<file path="src/source/zxuno_settings.svh">
`ifndef ZXUNO_SETTINGS_SVH
`define ZXUNO_SETTINGS_SVH

// ----------------------------------------------------------
// I/O ports of the register bus
// ----------------------------------------------------------

// Address register, selects the internal register number
`define ZXUNO_ADDR_PORT 16'hFC3B

// Data port, reaches the register selected above
`define ZXUNO_DATA_PORT 16'hFD3B

// ----------------------------------------------------------
// Internal register numbers
// ----------------------------------------------------------

// Scandoubler and CPU speed control
`define REG_SCNDBLCTRL 8'h0B

// Peripheral enable and disable bits
`define REG_DEVOPTIONS 8'h0E

// Free scratch byte for software
`define REG_SCRATCH 8'hFE

// ----------------------------------------------------------
// Fixed bus values
// ----------------------------------------------------------

// Forced onto the data bus on interrupt acknowledge
`define INTACK_DATA 8'hFF

// Power up contents of each register
`define SCNDBLCTRL_RESET 8'h00
`define DEVOPTIONS_RESET 8'h00
`define SCRATCH_RESET 8'h00

`endif
</file>
<file path="src/source/zxuno_pkg.sv">
package zxuno_pkg;

  // ----------------------------------------------------------
  // CPU side of the bus
  // ----------------------------------------------------------

  // Z80 outputs as seen by the core, control lines active low
  typedef struct packed {
    logic [15:0] addr;
    logic [7:0]  dout;
    logic        iorq_n;
    logic        rd_n;
    logic        wr_n;
    logic        m1_n;
  } cpu_bus_t;

  // Decoded data port access towards the register bank
  // wr lasts one clock per bus write, rd follows the bus
  typedef struct packed {
    logic [7:0] addr;
    logic [7:0] wdata;
    logic       rd;
    logic       wr;
  } reg_access_t;

  // One candidate for the CPU data input
  typedef struct packed {
    logic [7:0] data;
    logic       oe;
  } read_item_t;

  // ----------------------------------------------------------
  // Register layouts
  // ----------------------------------------------------------

  // Device options, first field is bit 7
  typedef struct packed {
    logic disable_spisd;
    logic enable_timexmmu;
    logic disable_romsel1f;
    logic disable_romsel7f;
    logic disable_1ffd;
    logic disable_7ffd;
    logic disable_turboay;
    logic disable_ay;
  } dev_options_t;

  // Scandoubler control
  // cpu_speed in bits 7:6, freq_option in bits 4:2
  typedef struct packed {
    logic [1:0] cpu_speed;
    logic       csync_option;
    logic [2:0] freq_option;
    logic       scanlines_enable;
    logic       vga_enable;
  } scndbl_ctrl_t;

endpackage

</file>
<file path="src/source/zxuno_regbus.sv">
`timescale 1ns/1ns
`include "zxuno_settings.svh"

module zxuno_regbus (
  input  logic                    sysclk,
  input  logic                    reset,
  input  zxuno_pkg::cpu_bus_t     bus,
  input  logic [7:0]              ula_dout,
  output logic [7:0]              cpudin,
  output zxuno_pkg::dev_options_t dev_options,
  output zxuno_pkg::scndbl_ctrl_t scndbl_ctrl
);

  // ----------------------------------------------------------
  // Internal links
  // ----------------------------------------------------------

  // Decode to register bank
  zxuno_pkg::reg_access_t reg_access;

  // Read candidates into the data mux
  zxuno_pkg::read_item_t addr_item;
  zxuno_pkg::read_item_t reg_item;

  // Port decode and register number
  zxuno_port_decode port_decode (
    .sysclk     (sysclk),
    .reset      (reset),
    .bus        (bus),
    .reg_access (reg_access),
    .addr_item  (addr_item)
  );

  // Configuration registers
  zxuno_register_bank register_bank (
    .sysclk      (sysclk),
    .reset       (reset),
    .access      (reg_access),
    .dev_options (dev_options),
    .scndbl_ctrl (scndbl_ctrl),
    .reg_item    (reg_item)
  );

  // CPU data input select
  cpu_din_mux din_mux (
    .bus       (bus),
    .addr_item (addr_item),
    .reg_item  (reg_item),
    .ula_dout  (ula_dout),
    .cpudin    (cpudin)
  );

endmodule

</file>
<file path="src/source/cpu_din_mux.sv">
`timescale 1ns/1ns
`include "zxuno_settings.svh"

module cpu_din_mux (
  input  zxuno_pkg::cpu_bus_t   bus,
  input  zxuno_pkg::read_item_t addr_item,
  input  zxuno_pkg::read_item_t reg_item,
  input  logic [7:0]            ula_dout,
  output logic [7:0]            cpudin
);

  // ----------------------------------------------------------
  // Interrupt acknowledge
  // ----------------------------------------------------------

  // M1 together with IORQ needs no port decode
  logic oe_intack;

  assign oe_intack = !bus.iorq_n && !bus.m1_n;

  // ----------------------------------------------------------
  // Fixed priority select
  // ----------------------------------------------------------

  // Highest first, several sources may be active at once
  always_comb begin
    case (1'b1)
      // Vector byte for IM 2 and RST 38h in IM 1
      oe_intack: begin
        cpudin = `INTACK_DATA;
      end
      // Register number port
      addr_item.oe: begin
        cpudin = addr_item.data;
      end
      // Selected internal register
      reg_item.oe: begin
        cpudin = reg_item.data;
      end
      // Anything else belongs to the ULA
      default: begin
        cpudin = ula_dout;
      end
    endcase
  end

endmodule

</file>
<file path="src/source/zxuno_register_bank.sv">
`timescale 1ns/1ns
`include "zxuno_settings.svh"

module zxuno_register_bank (
  input  logic                    sysclk,
  input  logic                    reset,
  input  zxuno_pkg::reg_access_t  access,
  output zxuno_pkg::dev_options_t dev_options,
  output zxuno_pkg::scndbl_ctrl_t scndbl_ctrl,
  output zxuno_pkg::read_item_t   reg_item
);

  localparam int NUM_REGS = 3;

  // Read candidates, one per register
  zxuno_pkg::read_item_t items [NUM_REGS];

  // ----------------------------------------------------------
  // Register instances
  // ----------------------------------------------------------

  // Device options
  zxuno_config_reg #(
    .payload_t (zxuno_pkg::dev_options_t),
    .REG_NUM   (`REG_DEVOPTIONS)
  ) devoptions_reg (
    .sysclk      (sysclk),
    .reset       (reset),
    .reset_value (zxuno_pkg::dev_options_t'(`DEVOPTIONS_RESET)),
    .access      (access),
    .value       (dev_options),
    .item        (items[0])
  );

  // Scandoubler control
  zxuno_config_reg #(
    .payload_t (zxuno_pkg::scndbl_ctrl_t),
    .REG_NUM   (`REG_SCNDBLCTRL)
  ) scndblctrl_reg (
    .sysclk      (sysclk),
    .reset       (reset),
    .reset_value (zxuno_pkg::scndbl_ctrl_t'(`SCNDBLCTRL_RESET)),
    .access      (access),
    .value       (scndbl_ctrl),
    .item        (items[1])
  );

  // Scratch byte, only reachable through the data port
  zxuno_config_reg #(
    .payload_t (logic [7:0]),
    .REG_NUM   (`REG_SCRATCH)
  ) scratch_reg (
    .sysclk      (sysclk),
    .reset       (reset),
    .reset_value (`SCRATCH_RESET),
    .access      (access),
    .value       (),
    .item        (items[2])
  );

  // ----------------------------------------------------------
  // Read back merge
  // ----------------------------------------------------------

  // Register numbers are distinct so an OR of gated data is enough
  // Unknown numbers leave oe low and the ULA wins downstream
  always_comb begin
    reg_item = '0;
    for (int i = 0; i < NUM_REGS; i++) begin
      reg_item.oe   = reg_item.oe | items[i].oe;
      reg_item.data = reg_item.data | (items[i].data & {8{items[i].oe}});
    end
  end

endmodule

</file>
<file path="src/source/zxuno_config_reg.sv">
`timescale 1ns/1ns
`include "zxuno_settings.svh"

module zxuno_config_reg #(
  parameter type        payload_t = logic [7:0],
  parameter logic [7:0] REG_NUM   = `REG_SCRATCH
) (
  input  logic                   sysclk,
  input  logic                   reset,
  input  payload_t               reset_value,
  input  zxuno_pkg::reg_access_t access,
  output payload_t               value,
  output zxuno_pkg::read_item_t  item
);

  // Selected by the current register number
  logic hit;

  assign hit = (access.addr == REG_NUM);

  // ----------------------------------------------------------
  // Storage
  // ----------------------------------------------------------

  // One load per bus write, seen from the next clock on
  always_ff @(posedge sysclk) begin
    if (reset) begin
      value <= reset_value;
    end else if (access.wr && hit) begin
      value <= payload_t'(access.wdata);
    end
  end

  // ----------------------------------------------------------
  // Read back
  // ----------------------------------------------------------

  // Only flagged while the CPU reads this register
  assign item.oe = access.rd && hit;

  // Payload is always one byte wide
  assign item.data = value;

endmodule

</file>
<file path="src/source/zxuno_port_decode.sv">
`timescale 1ns/1ns
`include "zxuno_settings.svh"

module zxuno_port_decode (
  input  logic                   sysclk,
  input  logic                   reset,
  input  zxuno_pkg::cpu_bus_t    bus,
  output zxuno_pkg::reg_access_t reg_access,
  output zxuno_pkg::read_item_t  addr_item
);

  // ----------------------------------------------------------
  // Port match on the full 16 bit address
  // ----------------------------------------------------------

  logic addr_port_hit;
  logic data_port_hit;
  logic io_rd;
  logic io_wr;

  assign addr_port_hit = (bus.addr == `ZXUNO_ADDR_PORT);
  assign data_port_hit = (bus.addr == `ZXUNO_DATA_PORT);

  // I/O cycle qualifiers
  assign io_rd = !bus.iorq_n && !bus.rd_n;
  assign io_wr = !bus.iorq_n && !bus.wr_n;

  // ----------------------------------------------------------
  // Register number latch
  // ----------------------------------------------------------

  logic [7:0] reg_addr;
  logic       addr_wr;

  assign addr_wr = addr_port_hit && io_wr;

  // Reloads the same byte while the write is held, harmless
  always_ff @(posedge sysclk) begin
    if (reset) begin
      reg_addr <= 8'h00;
    end else if (addr_wr) begin
      reg_addr <= bus.dout;
    end
  end

  // Read back of the selected number
  assign addr_item.oe   = addr_port_hit && io_rd;
  assign addr_item.data = reg_addr;

  // ----------------------------------------------------------
  // Data port strobes
  // ----------------------------------------------------------

  logic data_wr_cond;
  logic data_wr_seen;

  assign data_wr_cond = data_port_hit && io_wr;

  // Remembers that this bus write already produced its pulse
  always_ff @(posedge sysclk) begin
    if (reset) begin
      data_wr_seen <= 1'b0;
    end else begin
      data_wr_seen <= data_wr_cond;
    end
  end

  // Rising edge of the write condition
  assign reg_access.wr = data_wr_cond && !data_wr_seen;

  // Read is a plain level
  assign reg_access.rd = data_port_hit && io_rd;

  assign reg_access.addr  = reg_addr;
  assign reg_access.wdata = bus.dout;

endmodule

</file>
<file path="config.mk">
export PLATFORM = sky130hd
export DESIGN_NAME = zxuno_regbus
export DESIGN_NICKNAME = d
export VERILOG_FILES = /design/src/source/zxuno_pkg.sv /design/src/source/zxuno_regbus.sv /design/src/source/cpu_din_mux.sv /design/src/source/zxuno_register_bank.sv /design/src/source/zxuno_config_reg.sv /design/src/source/zxuno_port_decode.sv
export VERILOG_INCLUDE_DIRS = /design/src /design/src/source
export SDC_FILE = /design/constraint.sdc
export NUM_CORES = 1
export LEC_CHECK = 0
export ABC_AREA = 1
export BUFFER_PORTS_ARGS = -buffer_cell sky130_fd_sc_hd__buf_2
export CAP_MARGIN = 20
export CELL_PAD_IN_SITES_DETAIL_PLACEMENT = 1
export CELL_PAD_IN_SITES_GLOBAL_PLACEMENT = 1
export CORE_ASPECT_RATIO = 0.6
export CORE_MARGIN = 2
export CORE_UTILIZATION = 38
export DETAILED_ROUTE_END_ITERATION = 8
export HOLD_SLACK_MARGIN = 0.12
export PLACE_DENSITY = 0.87
export SETUP_SLACK_MARGIN = 0.02
export SLEW_MARGIN = 20
export SYNTH_ARGS = -nofsm -noshare
export SYNTH_HDL_FRONTEND = slang
export SYNTH_SLANG_ARGS = --single-unit
</file>
<file path="constraint.sdc">
create_clock -name sysclk -period 5.5 [get_ports sysclk]
set_input_delay 1.1 -clock sysclk [delete_from_list [all_inputs] [get_ports sysclk]]
set_output_delay 1.1 -clock sysclk [all_outputs]
set_load 0.02 [all_outputs]
</file>
* Yosys cells after proc, flatten, opt, wreduce, memory -nomap -nowiden *
Index checks and enable logic that the tools add are counted.

storage, ports and cells
  register bits after elaboration = 33
  input port bits = 38
  output and inout bits = 24
  logic and storage cells = 50

operators by class
  multiplexer cells = 3
  equal/unequal tests = 5
  reductions and logical operators = 19
  bitwise operators = 7

operator list
  cell                                           number
  == test 16 bit, second input constant          2
  AND 8 bit                                      3
  two-way mux 8 bit                              3
  == test 8 x 4 -> 1 bit, second input constant  2
  bitwise OR 8 bit                               2
  logical AND 1 bit                              14
  == test 8 bit, second input constant           1
  zero test 1 bit                                5
  bitwise OR 1 bit                               2

* Depth between registers and ports, before layout *
  depth after elaboration = 10
  mapped depth = 12
  mapped depth without buffers = 11

* By module *
From an unflattened synthesis, not the netlist that was laid out.

unflattened totals
  cells, all modules = 395
  area, all modules = 2648.8 um^2

by module, submodules not included
  module                                                area an instance (um^2)  cells an instance  seq. area each (um^2)  times used
  zxuno_config_reg at register_bank.devoptions_reg ...  469.2                    58                 240.2                  2
  zxuno_port_decode                                     716.9                    109                180.2                  1
  zxuno_config_reg at register_bank.scratch_reg         464.2                    54                 240.2                  1
  cpu_din_mux                                           351.6                    77                 0.0                    1
  zxuno_register_bank                                   177.7                    39                 0.0                    1

* Worst setup path after synthesis *
No wires, ideal clock.

  kind = input to output
  start = in bus[14] (netlist name)
  end = out cpudin[0]
  setup slack = 2144 ps
  arrival = 2256 ps
  stages = 12
  required time = 4400 ps
  buffers on the path = 1
  cell sequence = inv_1 > nand2_1 > nor2_1 > nand2_1 > nor2_8 > nand3_4 > buf_2 > nor2_1 > nor2_1 > nand2_1 > nand2_1 > nand2_1

between the ends
  word-level cells in the longest chain between the ends = 9
  elaborated cells on any way between the ends = 17
  classes of those cells = 2 x eq/ne; 3 x mux; 7 x bitwise; 5 x reduce/logical

ends and longest elaborated chain
  element                              RTL line                   source
  start: declaration                   zxuno_regbus.sv:7          input zxuno_pkg::cpu_bus_t bus,
  == test 16 bit (no source line)      -
  logical AND 1 bit                    zxuno_port_decode.sv:72    assign reg_access.rd = data_port_hit && io_rd;
  logical AND 1 bit                    zxuno_config_reg.sv:39     assign item.oe = access.rd && hit;
  AND 8 bit                            zxuno_register_bank.sv:71  reg_item.data = reg_item.data | (items[i].data & {8{items[i].oe}});
  bitwise OR 8 bit (2 in series)       zxuno_register_bank.sv:71
  two-way mux 8 bit                    cpu_din_mux.sv:27          case (1'b1)
  two-way mux 8 bit (*) (2 in series)  cpu_din_mux.sv:27
  end: declaration                     zxuno_regbus.sv:9          output logic [7:0] cpudin,

Every way passes the cells marked *; elsewhere a longest branch is shown, timed or not.

* Worst setup path in the final report *
  start = in bus[3] (netlist name)
  end = out cpudin[1]

between the ends
  word-level cells in the longest chain between the ends = 10
  elaborated cells on any way between the ends = 18
  classes of those cells = 3 x mux; 7 x bitwise; 8 x reduce/logical

ends and longest elaborated chain
  element                          RTL line                                    source
  zero test 1 bit (*)              cpu_din_mux.sv:19, zxuno_port_decode.sv:25
  logical AND 1 bit                zxuno_port_decode.sv:25                     assign io_rd = !bus.iorq_n && !bus.rd_n;
  logical AND 1 bit                zxuno_port_decode.sv:72
  logical AND 1 bit                zxuno_config_reg.sv:39
  AND 8 bit                        zxuno_register_bank.sv:71
  bitwise OR 8 bit (2 in series)   zxuno_register_bank.sv:71
  two-way mux 8 bit (2 in series)  cpu_din_mux.sv:27
  two-way mux 8 bit (*)            cpu_din_mux.sv:27

Marked as above.

==> metrics.yaml <==
die_w_um: 97.2
finalMaxSlewViolations: 0
worstRegToRegCells: 6
synth_top_family_by_area: "simple AND/OR/NAND/NOR gates"
drv_cap: 0
initial_core_util_pct: 39.2
fill_cells: 687
synth_area_per_cell_sq_um: 6.70
via_per_inst: 5.22
overflow: 0
switching_share_pct: 24.7
grt_pass1_wl_um: 9950
cts_buffer_depth: 2
tightest_slew_ns: 0.962
synth_cell_types: 26
grt_pass1_vias: 1965
drt_iter0_markers: 112
clock_tree.root_cell: "clkbuf_8"
io_buffers: 61
area_growth_pct: 14.9
clk-insertion-delay-late_ns: 0.29
max_freq_mhz: 251
syn_area_sq_um: 1980
hold_buffers: 0
synth_cells: 296
gp_congestion: 0.858
worstPathArrival_ns: 2.88
clk_pin_slew_ns: 0.07
core_region_area_sq_um: 5050
intPower_uw: 356
cpPeakStageDelay_ns: 0.59
post_cts_buffers: 0
seqPwrFrac_pct: 50.5
crit_required_ns: 4.40
yosys.area_share.adder_pct: 0
whs_path_depth: 2
synth_compound_area_share_pct: 14.8
die_area_sq_um: 5830
htreeDepth: 2
fin_cells: 404
pwr-share-clk_pct: 39.0
fin_crit_ns: 3.98
first_pass_iters: 4
p_sw_uw: 117
setup-tns-final_ns: 0
dp_hpwl_um: 4940
p_per_area_nw_per_um2: 208
slowest_stage: "nor2_2"
worst-path-max-fanout: 18
status: "finished clean"
synthMuxAreaShare_pct: 0
dp_cells: 397
grt_max_degree: 19
worstSetupStartpointType: "input port"
power.leakage_uw: 0.00110
ir_drop_mv: 0.175
drtAntennaViolNets: 0
vias: 2108
n_antenna_cell: 0
cts.sinks: 33
skew_ns: 0.00689
drcViolationCount: 0
rsz0062_at_grt: "false"
drive_above_1_share_pct: 25.1
final_common_cell: "nand2_1"
synthSimpleGateAreaFrac_pct: 37.1
antenna_found_initial: 0
syn-num-nets: 334
die_height_um: 59.9
fin_crit_sh_pct: 72.3
cts_tree: "done"
final_nets: 376
synth-seq-area-share_pct: 33.3
path_class: "in2out"
worstPathCellList: "buf_2, nor2_2, inv_2, nor2_1, inv_2, nand2_1, nand2_1, buf_2"
drt-total-wl_um: 6300
worstHoldPathType: "reg2reg"
ys.warnings.count: 0
fp-row-count: 20
grt_use_total_pct: 22.1
layout_common_cells: "nand2_1, buf_2, a21oi_1"
ios: 62
cts_resized: 0
ys_ff_latch: 33
comb_power_share_pct: 10.5
end_kind: "primary output"
synth_xor_area_share_pct: 0
cts_made_buffers: 5
wire_per_inst_um: 15.6
finalSetupViolCount: 0
hold_viol: 0
slew_headroom_pct: 35.5
==> power groups by stage <==
stage / Combinational, uW / Clock (uW) / Sequential, uW
floorplan: 24.0 / 0 / 244
global placement: 47.5 / 0 / 244
detailed placement: 49.5 / 0 / 244
CTS: 49.7 / 191 / 239
global route: 55.4 / 203 / 239
finish: 49.8 / 184 / 239
==> through the flow <==
step	utilization (%)	area, sq um	hold WS, ns	worst slack (ns)	power [uW]
2_1_floorplan	-	1980	0.441	2.14	268
5_1_grt	45.0	2280	0.495	1.34	497
3_5_place_dp	43.3	2190	0.456	1.52	294
6_report	45.0	2280	0.465	1.52	473
4_1_cts	45.0	2280	0.467	1.52	480
3_3_place_gp	43.3	2190	0.452	1.69	292
==> critical path: cells and delay by family <==
kind,cells,cell delay [ns]
AND/OR/NAND/NOR,4,1.23
buffers and inverters,4,0.53
==> layout make-up <==
| class | count | area [sq um] | area share [%] |
|---|---|---|---|
| inverters | 30 | 114 | 5.00 |
| clock buffers | 7 | 86.3 | 3.79 |
| repair buffers | 61 | 305 | 13.4 |
| flip-flops and latches | 33 | 661 | 29.0 |
| well taps | 66 | 82.6 | 3.63 |
| multi-input cells | 207 | 1030 | 45.2 |
==> registers in the layout (all words and copies together), names as in the netlist <==
register                           count
register_bank.devoptions_reg.item      8
register_bank.scratch_reg.value        8
port_decode.data_wr_seen               1
port_decode.reg_addr                   8
register_bank.scndblctrl_reg.item      8
==> final timing paths <==
path | slack (ns) | end | startpoint
hold / removal | 0.47 | register_bank.scratch_reg.value[0] | register_bank.scratch_reg.value[0]
hold reg to reg | 0.47 | register_bank.scratch_reg.value[0] | register_bank.scratch_reg.value[0]
setup / recovery | 1.52 | cpudin[1] | bus[3]
setup reg to reg | 3.58 | register_bank.scndblctrl_reg.item[4] | port_decode.reg_addr[6]
==> Yosys cell counts (all sizes together) <==
cell	instances	area share, %
o21ai	17	4.3
nand3	25	6.9
nor2	35	8.6
clkinv	1	0.25
dfxtp	33	33
nor3	2	0.76
clkbuf	3	0.57
inv	29	5.5
nand4	22	7.3
nand3b	1	1.0
buf	23	8.5
nand2	64	12
a21oi	40	10
nor4	1	0.32
==> routing by layer <==
metal	vias to the layer above	track usage (%)	routed length (um)
met3	3	6.32	465
li1	1057	-	-
met1	985	30.7	3130
met2	63	35.4	2670
met4	0	3.57	34
met5	-	0	0
==> cells by family after synthesis <==
family / after synthesis
buffers and inverters: 56
AND/OR/NAND/NOR: 150
flip-flops: 33
AO/OA/AOI/OAI: 57
(Power assumes the default switching activity.)
